## src/rtl/mmio_defs.svh

```systemverilog
`ifndef MMIO_DEFS_SVH
`define MMIO_DEFS_SVH

// Slot map
`define IO_S0_GPO               0
`define IO_S1_DDFS              1
`define IO_S2_ADSR              2
`define IO_NUM_SLOTS            64

// DDFS register offsets
`define DDFS_REG_FCCW           5'd0
`define DDFS_REG_CTRL           5'd1
`define DDFS_REG_ENV            5'd2
`define DDFS_REG_PHASE          5'd3

// ADSR register offsets
`define ADSR_REG_ATTACK         5'd0
`define ADSR_REG_DECAY          5'd1
`define ADSR_REG_SUSTAIN        5'd2
`define ADSR_REG_SUS_TIME       5'd3
`define ADSR_REG_RELEASE        5'd4
`define ADSR_REG_START          5'd5
`define ADSR_REG_STATUS         5'd6

// Full-scale envelope, unity gain in Q1.15
`define ENV_MAX                 16'h7fff

// clk cycles per half period of the I2S bit clock
`define I2S_SCLK_DIV            4

`endif

```

## src/rtl/mmio_pkg.sv

```systemverilog
`default_nettype none

package mmio_pkg;

    typedef logic [20:0] bus_addr_t;
    typedef logic [31:0] word_t;
    typedef logic [5:0] slot_idx_t;
    typedef logic [4:0] reg_addr_t;

    typedef logic [31:0] phase_t;
    typedef logic [15:0] env_t;
    typedef logic signed [15:0] pcm_t;

    // Everything a slot sees of the bus
    typedef struct packed {
        logic cs;
        logic read;
        logic write;
        reg_addr_t reg_addr;
        word_t write_data;
    } slot_req_t;

    typedef enum logic [2:0] {
        ADSR_IDLE    = 3'd0,
        ADSR_ATTACK  = 3'd1,
        ADSR_DECAY   = 3'd2,
        ADSR_SUSTAIN = 3'd3,
        ADSR_RELEASE = 3'd4
    } adsr_state_t;

endpackage

`default_nettype wire

```

## src/rtl/i2s_tx.sv

```systemverilog
`timescale 1ns/100ps
`default_nettype none

`include "mmio_defs.svh"

module i2s_tx #(
    parameter int SCLK_DIV = `I2S_SCLK_DIV
) (
    input  logic           clk,
    input  logic           arst_n,
    input  mmio_pkg::pcm_t audio_l,
    input  mmio_pkg::pcm_t audio_r,
    output logic           tx_mclk,
    output logic           tx_sclk,
    output logic           tx_lrclk,
    output logic           tx_sd
);

    import mmio_pkg::*;

    localparam int DIV_W = (SCLK_DIV > 1) ? $clog2(SCLK_DIV) : 1;

    logic [DIV_W-1:0] div_cnt;
    logic             div_tick;
    logic             sclk_fall;
    logic [4:0]       bit_cnt;
    logic [4:0]       bit_cnt_next;
    logic [31:0]      shift_reg;

    assign div_tick     = (div_cnt == DIV_W'(SCLK_DIV - 1));
    assign sclk_fall    = div_tick && tx_sclk;
    assign bit_cnt_next = bit_cnt + 5'd1;

    always_ff @(posedge clk or negedge arst_n) begin
        if (!arst_n) begin
            div_cnt <= '0;
            tx_mclk <= 1'b0;
            tx_sclk <= 1'b0;
        end else begin
            tx_mclk <= ~tx_mclk;
            div_cnt <= div_tick ? '0 : div_cnt + 1'b1;
            if (div_tick) begin
                tx_sclk <= ~tx_sclk;
            end
        end
    end

    // Everything below moves on the falling edge of sclk
    always_ff @(posedge clk or negedge arst_n) begin
        if (!arst_n) begin
            bit_cnt   <= '0;
            tx_lrclk  <= 1'b0;
            tx_sd     <= 1'b0;
            shift_reg <= '0;
        end else if (sclk_fall) begin
            bit_cnt  <= bit_cnt_next;
            tx_lrclk <= bit_cnt_next[4];
            // Last right bit goes out as the new frame is latched
            tx_sd    <= shift_reg[31];
            if (bit_cnt == 5'd31) begin
                shift_reg <= {audio_l, audio_r};
            end else begin
                shift_reg <= {shift_reg[30:0], 1'b0};
            end
        end
    end

endmodule

`default_nettype wire

```

## src/rtl/mmio_adsr.sv

```systemverilog
`timescale 1ns/100ps
`default_nettype none

`include "mmio_defs.svh"

module mmio_adsr (
    input  logic                clk,
    input  logic                arst_n,
    input  mmio_pkg::slot_req_t req,
    output mmio_pkg::word_t     read_data,
    output mmio_pkg::env_t      env
);

    import mmio_pkg::*;

    env_t  attack_step;
    env_t  decay_step;
    env_t  release_step;
    env_t  sustain_level;
    word_t sus_time;
    word_t sus_cnt;
    logic  start;

    logic [16:0] attack_sum;
    logic [16:0] decay_floor;
    logic [32:0] sus_next;

    adsr_state_t state;

    always_ff @(posedge clk or negedge arst_n) begin
        if (!arst_n) begin
            attack_step   <= '0;
            decay_step    <= '0;
            sustain_level <= '0;
            sus_time      <= '0;
            release_step  <= '0;
        end else if (req.write) begin
            case (req.reg_addr)
                `ADSR_REG_ATTACK:   attack_step   <= req.write_data[15:0];
                `ADSR_REG_DECAY:    decay_step    <= req.write_data[15:0];
                `ADSR_REG_SUSTAIN:  sustain_level <= req.write_data[15:0];
                `ADSR_REG_SUS_TIME: sus_time      <= req.write_data;
                `ADSR_REG_RELEASE:  release_step  <= req.write_data[15:0];
                default: ;
            endcase
        end
    end

    assign start       = req.write && (req.reg_addr == `ADSR_REG_START);
    assign attack_sum  = {1'b0, env} + {1'b0, attack_step};
    assign decay_floor = {1'b0, sustain_level} + {1'b0, decay_step};
    assign sus_next    = {1'b0, sus_cnt} + 33'd1;

    always_ff @(posedge clk or negedge arst_n) begin
        if (!arst_n) begin
            state   <= ADSR_IDLE;
            env     <= '0;
            sus_cnt <= '0;
        end else if (start) begin
            // Retrigger from the current level
            state   <= ADSR_ATTACK;
            sus_cnt <= '0;
        end else begin
            case (state)
                ADSR_ATTACK: begin
                    if (attack_sum >= {1'b0, `ENV_MAX}) begin
                        env   <= `ENV_MAX;
                        state <= ADSR_DECAY;
                    end else begin
                        env <= attack_sum[15:0];
                    end
                end
                ADSR_DECAY: begin
                    if ({1'b0, env} <= decay_floor) begin
                        env     <= sustain_level;
                        sus_cnt <= '0;
                        state   <= ADSR_SUSTAIN;
                    end else begin
                        env <= env - decay_step;
                    end
                end
                ADSR_SUSTAIN: begin
                    if (sus_next >= {1'b0, sus_time}) begin
                        sus_cnt <= '0;
                        state   <= ADSR_RELEASE;
                    end else begin
                        sus_cnt <= sus_next[31:0];
                    end
                end
                ADSR_RELEASE: begin
                    if (env <= release_step) begin
                        env   <= '0;
                        state <= ADSR_IDLE;
                    end else begin
                        env <= env - release_step;
                    end
                end
                default: ;
            endcase
        end
    end

    always_comb begin
        case (req.reg_addr)
            `ADSR_REG_ATTACK:   read_data = {16'd0, attack_step};
            `ADSR_REG_DECAY:    read_data = {16'd0, decay_step};
            `ADSR_REG_SUSTAIN:  read_data = {16'd0, sustain_level};
            `ADSR_REG_SUS_TIME: read_data = sus_time;
            `ADSR_REG_RELEASE:  read_data = {16'd0, release_step};
            `ADSR_REG_STATUS:   read_data = {13'd0, state, env};
            default:            read_data = '0;
        endcase
    end

endmodule

`default_nettype wire

```

## src/rtl/mmio_controller.sv

```systemverilog
`timescale 1ns/100ps
`default_nettype none

`include "mmio_defs.svh"

module mmio_controller (
    input  logic                mmio_cs,
    input  logic                mmio_write,
    input  logic                mmio_read,
    input  mmio_pkg::bus_addr_t mmio_addr,
    input  mmio_pkg::word_t     mmio_write_data,
    output mmio_pkg::word_t     mmio_read_data,
    output mmio_pkg::slot_req_t slot_req [`IO_NUM_SLOTS],
    input  mmio_pkg::word_t     slot_read_data [`IO_NUM_SLOTS]
);

    import mmio_pkg::*;

    slot_idx_t slot_idx;
    reg_addr_t reg_addr;

    // Upper address bits are ignored
    assign slot_idx = mmio_addr[10:5];
    assign reg_addr = mmio_addr[4:0];

    always_comb begin
        for (int i = 0; i < `IO_NUM_SLOTS; i++) begin
            slot_req[i].cs         = mmio_cs && (slot_idx == slot_idx_t'(i));
            slot_req[i].read       = slot_req[i].cs && mmio_read;
            slot_req[i].write      = slot_req[i].cs && mmio_write;
            slot_req[i].reg_addr   = reg_addr;
            slot_req[i].write_data = mmio_write_data;
        end
    end

    // Read path is purely combinational
    assign mmio_read_data = mmio_cs ? slot_read_data[slot_idx] : '0;

endmodule

`default_nettype wire

```

## src/rtl/mmio_ddfs.sv

```systemverilog
`timescale 1ns/100ps
`default_nettype none

`include "mmio_defs.svh"

module mmio_ddfs (
    input  logic                clk,
    input  logic                arst_n,
    input  mmio_pkg::slot_req_t req,
    output mmio_pkg::word_t     read_data,
    input  mmio_pkg::env_t      env_ext,
    output mmio_pkg::pcm_t      pcm_out
);

    import mmio_pkg::*;

    phase_t fccw;
    phase_t phase;
    env_t   env_fixed;
    env_t   env_cur;
    logic   env_sel;
    pcm_t   saw;

    logic signed [32:0] product;

    always_ff @(posedge clk or negedge arst_n) begin
        if (!arst_n) begin
            fccw      <= '0;
            env_sel   <= 1'b0;
            env_fixed <= '0;
        end else if (req.write) begin
            case (req.reg_addr)
                `DDFS_REG_FCCW: fccw      <= req.write_data;
                `DDFS_REG_CTRL: env_sel   <= req.write_data[0];
                `DDFS_REG_ENV:  env_fixed <= req.write_data[15:0];
                default: ;
            endcase
        end
    end

    // Phase accumulator, a write overrides it for one edge
    always_ff @(posedge clk or negedge arst_n) begin
        if (!arst_n) begin
            phase <= '0;
        end else if (req.write && (req.reg_addr == `DDFS_REG_PHASE)) begin
            phase <= req.write_data;
        end else begin
            phase <= phase + fccw;
        end
    end

    assign saw     = pcm_t'(phase[31:16]);
    assign env_cur = env_sel ? env_ext : env_fixed;

    // Envelope is unsigned Q1.15, so widen with a zero sign bit
    assign product = saw * $signed({1'b0, env_cur});

    always_ff @(posedge clk or negedge arst_n) begin
        if (!arst_n) begin
            pcm_out <= '0;
        end else begin
            pcm_out <= product[30:15];
        end
    end

    always_comb begin
        case (req.reg_addr)
            `DDFS_REG_FCCW:  read_data = fccw;
            `DDFS_REG_CTRL:  read_data = {31'd0, env_sel};
            `DDFS_REG_ENV:   read_data = {16'd0, env_fixed};
            `DDFS_REG_PHASE: read_data = phase;
            default:         read_data = '0;
        endcase
    end

endmodule

`default_nettype wire

```

## src/rtl/mmio_gpo.sv

```systemverilog
`timescale 1ns/100ps
`default_nettype none

module mmio_gpo (
    input  logic                clk,
    input  logic                arst_n,
    input  mmio_pkg::slot_req_t req,
    output mmio_pkg::word_t     read_data,
    output mmio_pkg::word_t     d_out
);

    import mmio_pkg::*;

    word_t gpo_reg;

    // Any offset inside the slot maps to the one register
    always_ff @(posedge clk or negedge arst_n) begin
        if (!arst_n) begin
            gpo_reg <= '0;
        end else if (req.write) begin
            gpo_reg <= req.write_data;
        end
    end

    assign read_data = gpo_reg;
    assign d_out     = gpo_reg;

endmodule

`default_nettype wire

```

## src/rtl/mmio_top.sv

```systemverilog
`timescale 1ns/100ps
`default_nettype none

`include "mmio_defs.svh"

module mmio_top (
    input  logic                clk,
    input  logic                arst_n,
    input  logic                mmio_cs,
    input  logic                mmio_write,
    input  logic                mmio_read,
    input  mmio_pkg::bus_addr_t mmio_addr,
    input  mmio_pkg::word_t     mmio_write_data,
    output mmio_pkg::word_t     mmio_read_data,
    output logic [3:0]          led,
    output logic                audio_tx_mclk,
    output logic                audio_tx_sclk,
    output logic                audio_tx_lrclk,
    output logic                audio_tx_sd
);

    import mmio_pkg::*;

    slot_req_t slot_req [`IO_NUM_SLOTS];
    word_t     slot_read_data [`IO_NUM_SLOTS];
    word_t     gpo;
    env_t      env;
    pcm_t      pcm;

    mmio_controller ctrl_i (
        .mmio_cs         (mmio_cs),
        .mmio_write      (mmio_write),
        .mmio_read       (mmio_read),
        .mmio_addr       (mmio_addr),
        .mmio_write_data (mmio_write_data),
        .mmio_read_data  (mmio_read_data),
        .slot_req        (slot_req),
        .slot_read_data  (slot_read_data)
    );

    mmio_gpo gpo_i (
        .clk       (clk),
        .arst_n    (arst_n),
        .req       (slot_req[`IO_S0_GPO]),
        .read_data (slot_read_data[`IO_S0_GPO]),
        .d_out     (gpo)
    );

    assign led = gpo[3:0];

    mmio_ddfs ddfs_i (
        .clk       (clk),
        .arst_n    (arst_n),
        .req       (slot_req[`IO_S1_DDFS]),
        .read_data (slot_read_data[`IO_S1_DDFS]),
        .env_ext   (env),
        .pcm_out   (pcm)
    );

    mmio_adsr adsr_i (
        .clk       (clk),
        .arst_n    (arst_n),
        .req       (slot_req[`IO_S2_ADSR]),
        .read_data (slot_read_data[`IO_S2_ADSR]),
        .env       (env)
    );

    // Mono sample on both channels
    i2s_tx i2s_i (
        .clk      (clk),
        .arst_n   (arst_n),
        .audio_l  (pcm),
        .audio_r  (pcm),
        .tx_mclk  (audio_tx_mclk),
        .tx_sclk  (audio_tx_sclk),
        .tx_lrclk (audio_tx_lrclk),
        .tx_sd    (audio_tx_sd)
    );

    // Empty slots read as all ones
    for (genvar i = `IO_S2_ADSR + 1; i < `IO_NUM_SLOTS; i++) begin : g_unused_slot
        assign slot_read_data[i] = 32'hffff_ffff;
    end

endmodule

`default_nettype wire

```

## config.mk

```make
export PLATFORM = sky130hd
export DESIGN_NAME = mmio_top
export DESIGN_NICKNAME = d
export VERILOG_FILES = /design/src/rtl/mmio_pkg.sv /design/src/rtl/i2s_tx.sv /design/src/rtl/mmio_adsr.sv /design/src/rtl/mmio_controller.sv /design/src/rtl/mmio_ddfs.sv /design/src/rtl/mmio_gpo.sv /design/src/rtl/mmio_top.sv
export VERILOG_INCLUDE_DIRS = /design/src /design/src/rtl
export SDC_FILE = /design/constraint.sdc
export NUM_CORES = 1
export LEC_CHECK = 0
export BUFFER_PORTS_ARGS = -buffer_cell sky130_fd_sc_hd__buf_4
export CAP_MARGIN = 20
export CORE_AREA = 5 5 308 220
export CTS_BUF_LIST = sky130_fd_sc_hd__clkbuf_4 sky130_fd_sc_hd__clkbuf_8
export CTS_CLUSTER_DIAMETER = 200
export CTS_CLUSTER_SIZE = 20
export DETAILED_ROUTE_END_ITERATION = 12
export DIE_AREA = 0 0 313 225
export GPL_TIMING_DRIVEN = 0
export SYNTH_ARGS = -nofsm -noshare
export SYNTH_HDL_FRONTEND = slang
export SYNTH_SLANG_ARGS = --single-unit
export TNS_END_PERCENT = 50
```

## constraint.sdc

```tcl
create_clock -name clk -period 8.6 [get_ports clk]
set_input_delay 1.72 -clock clk [delete_from_list [all_inputs] [get_ports clk]]
set_output_delay 1.72 -clock clk [all_outputs]
set_load 0.02 [all_outputs]
```

==> summary.txt <==
Status = completed
Crit Path Max Fanout = 10
Gate count of the mapped netlist = 2,999
Post_cts resized = 0
Initial core utilization = 44.72%
TritonCTS clock tree = done
Power per cell area = 124.4 nW/um^2
Clk root buf = clkbuf_8
Synth Warn # = 0
Period utilization = 93.24%
Worst slew pin tran = 1131 ps
Post-CTS setup buffer count = 0
Final Critical Period = 8018 ps
H-Tree Depth = 1
Final Skew = 40.97 ps
CTS max path bufs = 3
Final core occ = 47.95%
Max Cap Violations = 0
VDD IR max = 0.00009019 V
Post-CTS Hold Fix Bufs = 0
DIE HEIGHT = 225 um
Mapped Area = 28,720 um^2
Cell with the most instances after synthesis = inv_1
Drt total wl = 93,770 um
Row count = 78
Pleak = 14.71 nW
DRC = 0
Critical Path Stages = 25
FF-to-FF End = ddfs_i.pcm_out[15]
Slowest Stage Delay on Critical Path = 540 ps
Die ar. = 70,430 um^2
I/O Buffers = 84
Fill cells = 6,106
Critical Path Source = ddfs_i.env_sel
Antenna violations before repair = 0
Largest net degree at the start of global routing = 97
Mux cell area share after synthesis = 10.34%
Worst Path Required = 9090 ps
Die X-Extent = 313 um
Worst Setup End Kind = register
GRT Util Overall = 26.22%
Core area = 64,220 um^2
Xor/xnor share of the synthesized area = 3.964%
Ys flop type = dfrtp_1
Worst-Skew Late Latency = 630 ps
Final hold violation count = 0
Yosys top cell area share = 27.71%
Clk slew on worst S/H paths = 160 ps
Vias/cell = 5.918
Worst setup path end = ddfs_i.pcm_out[15]
# placed instances = 3,928
CTS Buf Count = 19
Yosys cell types = 86
Post-synth top cells = inv_1, dfrtp_1, nand2_1, ha_1, mux2_2
Vias in the first global route = 23.27k
Post-synth ARST share = 100.0%
FF-to-FF Start = ddfs_i.env_sel
RSZ-0062 raised after global routing = no
Slew Viols, Final = 0
Startpoint Class = register
FF-to-FF path depth = 25
Critical path class = reg2reg
CP arrival = 8500 ps
Internal reg-to-reg setup slack = 580 ps
Post-DP HPWL = 73,900 um
Syn nets = 3,509
Area leader, netlist = dfrtp_1
Register bit total from synthesis = 318
Synth Area in Adders = 24.87%
Setup-failing EPs final = 0
Number of routed nets with antenna violations = 0
Sequential area share after synthesis = 27.71%
Final nets = 3,620
Post-DP Area = 30,500 um^2
Area Overhead vs Synth = 7.214%
Avg Cell Area, Syn = 9.577 um^2
Starting DRC count in detailed routing = 2,312
Leading post-synthesis cells by cell area = dfrtp_1, fa_1, ha_1
EDFF count, synth = 0
RePlAce Congestion = 0.9662
Clk sinks = 318
Final std cells w/o fill = 3,951
Post-Synth Simple-Gate Area = 12.60%
Wire per inst = 23.73 um
Share of cells above drive strength 1 = 11.74%
GRT Residual Overflow = 0
Largest family of logic cells by synthesized area = adder cells
Fmax = 124.7 MHz
I/O pin cnt = 98
CP Buf/Inv Count = 7
Vias = 23.38k
Slew margin rel. = 24.61%
Final instance area = 30,790 um^2
CP top delay family = adder cells
Compound-Gate Fraction of Synth Area = 14.30%
Crit-path slowest cell = a31oi_1
Setup TNS = 0 ps
First-pass GRT wire length = 143,200 um
Hold crit path type = reg2reg
Pre-antenna DRT Iters = 7
metrics by stage:
stage	worst slack, ps	total power, mW	hold slack, ps
after floorplan	2099	2.594	403.1
after global placement	668.4	3.067	409.6
after detailed placement	658.4	3.105	410.2
after CTS	616.1	3.839	435.4
after global routing	157.5	4.056	454.0
final	581.8	3.830	428.1
worst min path at each step:
stage	from	endpoint	slack [ps]	depth (start not counted)
final	i2s_i.tx_mclk	i2s_i.tx_mclk	430	1
after global routing	i2s_i.tx_mclk	i2s_i.tx_mclk	450	1
after CTS	i2s_i.tx_mclk	i2s_i.tx_mclk	440	1
after detailed placement	i2s_i.tx_mclk	i2s_i.tx_mclk	410	1
after global placement	i2s_i.tx_mclk	i2s_i.tx_mclk	410	1
after floorplan	i2s_i.div_cnt[0]	i2s_i.div_cnt[0]	400	1
cell usage in the layout, fill, tap and decap left out, types with 26 or more instances in the layout:
| cell type | netlist | final |
|---|---|---|
| inv_1 | 337 | 337 |
| nor3_1 | 36 | 36 |
| and2_1 | 106 | 106 |
| xor2_1 | 50 | 50 |
| a21oi_1 | 197 | 197 |
| mux2_2 | 221 | 221 |
| buf_4 | 5 | 90 |
| a31oi_1 | 26 | 26 |
| xnor2_1 | 80 | 80 |
| nor2_1 | 138 | 138 |
| ha_1 | 254 | 254 |
| o21ai_0 | 103 | 103 |
| a21o_1 | 53 | 53 |
| fa_1 | 198 | 198 |
| mux2i_1 | 48 | 48 |
| nand2_1 | 259 | 259 |
| a22o_1 | 39 | 39 |
| nor2b_1 | 37 | 37 |
| nand4_1 | 28 | 28 |
| clkbuf_1 | 109 | 109 |
| nand3_1 | 45 | 45 |
| dfrtp_1 | 318 | 318 |
logic make-up (layout without fill, tap and decap cells):
family	count (synthesis)	in the layout
DFF	318	318
AOI/OAI and AO/OA	619	619
xor gates and xnor gates	130	130
buffers and inverters	470	580
and+or+nand+nor	741	741
adders and majority gates	452	452
other	0	2
muxes	269	269
where the power goes:
group	internal, mW	total (mW)	switching (mW)
sequential	1.61	1.80	0.195
clock	0.211	0.731	0.520
combinational	0.502	1.30	0.794
routing by layer:
metal	vias to the layer above	routed length, um	GRT usage, %
met3	129	9054	7.133
met1	11810	44340	40.22
met5	-	0	0
met2	902	38330	37.21
met4	0	2032	5.017
li1	10540	-	-
worst reg2reg max path: stages (launching register included):
cell and delay, ps:
dfrtp_1 340, buf_2 240, buf_1 500, mux2_2 520
clkbuf_1 340, and2_1 300, fa_1 500, inv_1 50
fa_1 480, inv_1 40, ha_1 320, ha_1 290
inv_1 50, fa_1 520, inv_1 50, fa_1 470
ha_1 320, nand3_1 80, or4b_1 490, a221oi_1 530
nor2_1 150, a31oi_1 540, a41o_1 360, a211o_1 180
a31oi_1 100, xnor2_1 140
cell type report:
cell class / instances / area, um^2 / area share, %
diodes: 2 / 5.005 / 0.01625
plain buffers: 133 / 523.0 / 1.698
clock buffers: 20 / 275.3 / 0.8939
inverters: 337 / 1265 / 4.108
multi-input cells: 2211 / 18970 / 61.62
flip-flops and latches: 318 / 7958 / 25.84
well taps: 840 / 1051 / 3.413
repair buffers: 90 / 740.7 / 2.406
No activity file was read; power rests on OpenSTA's default activity.
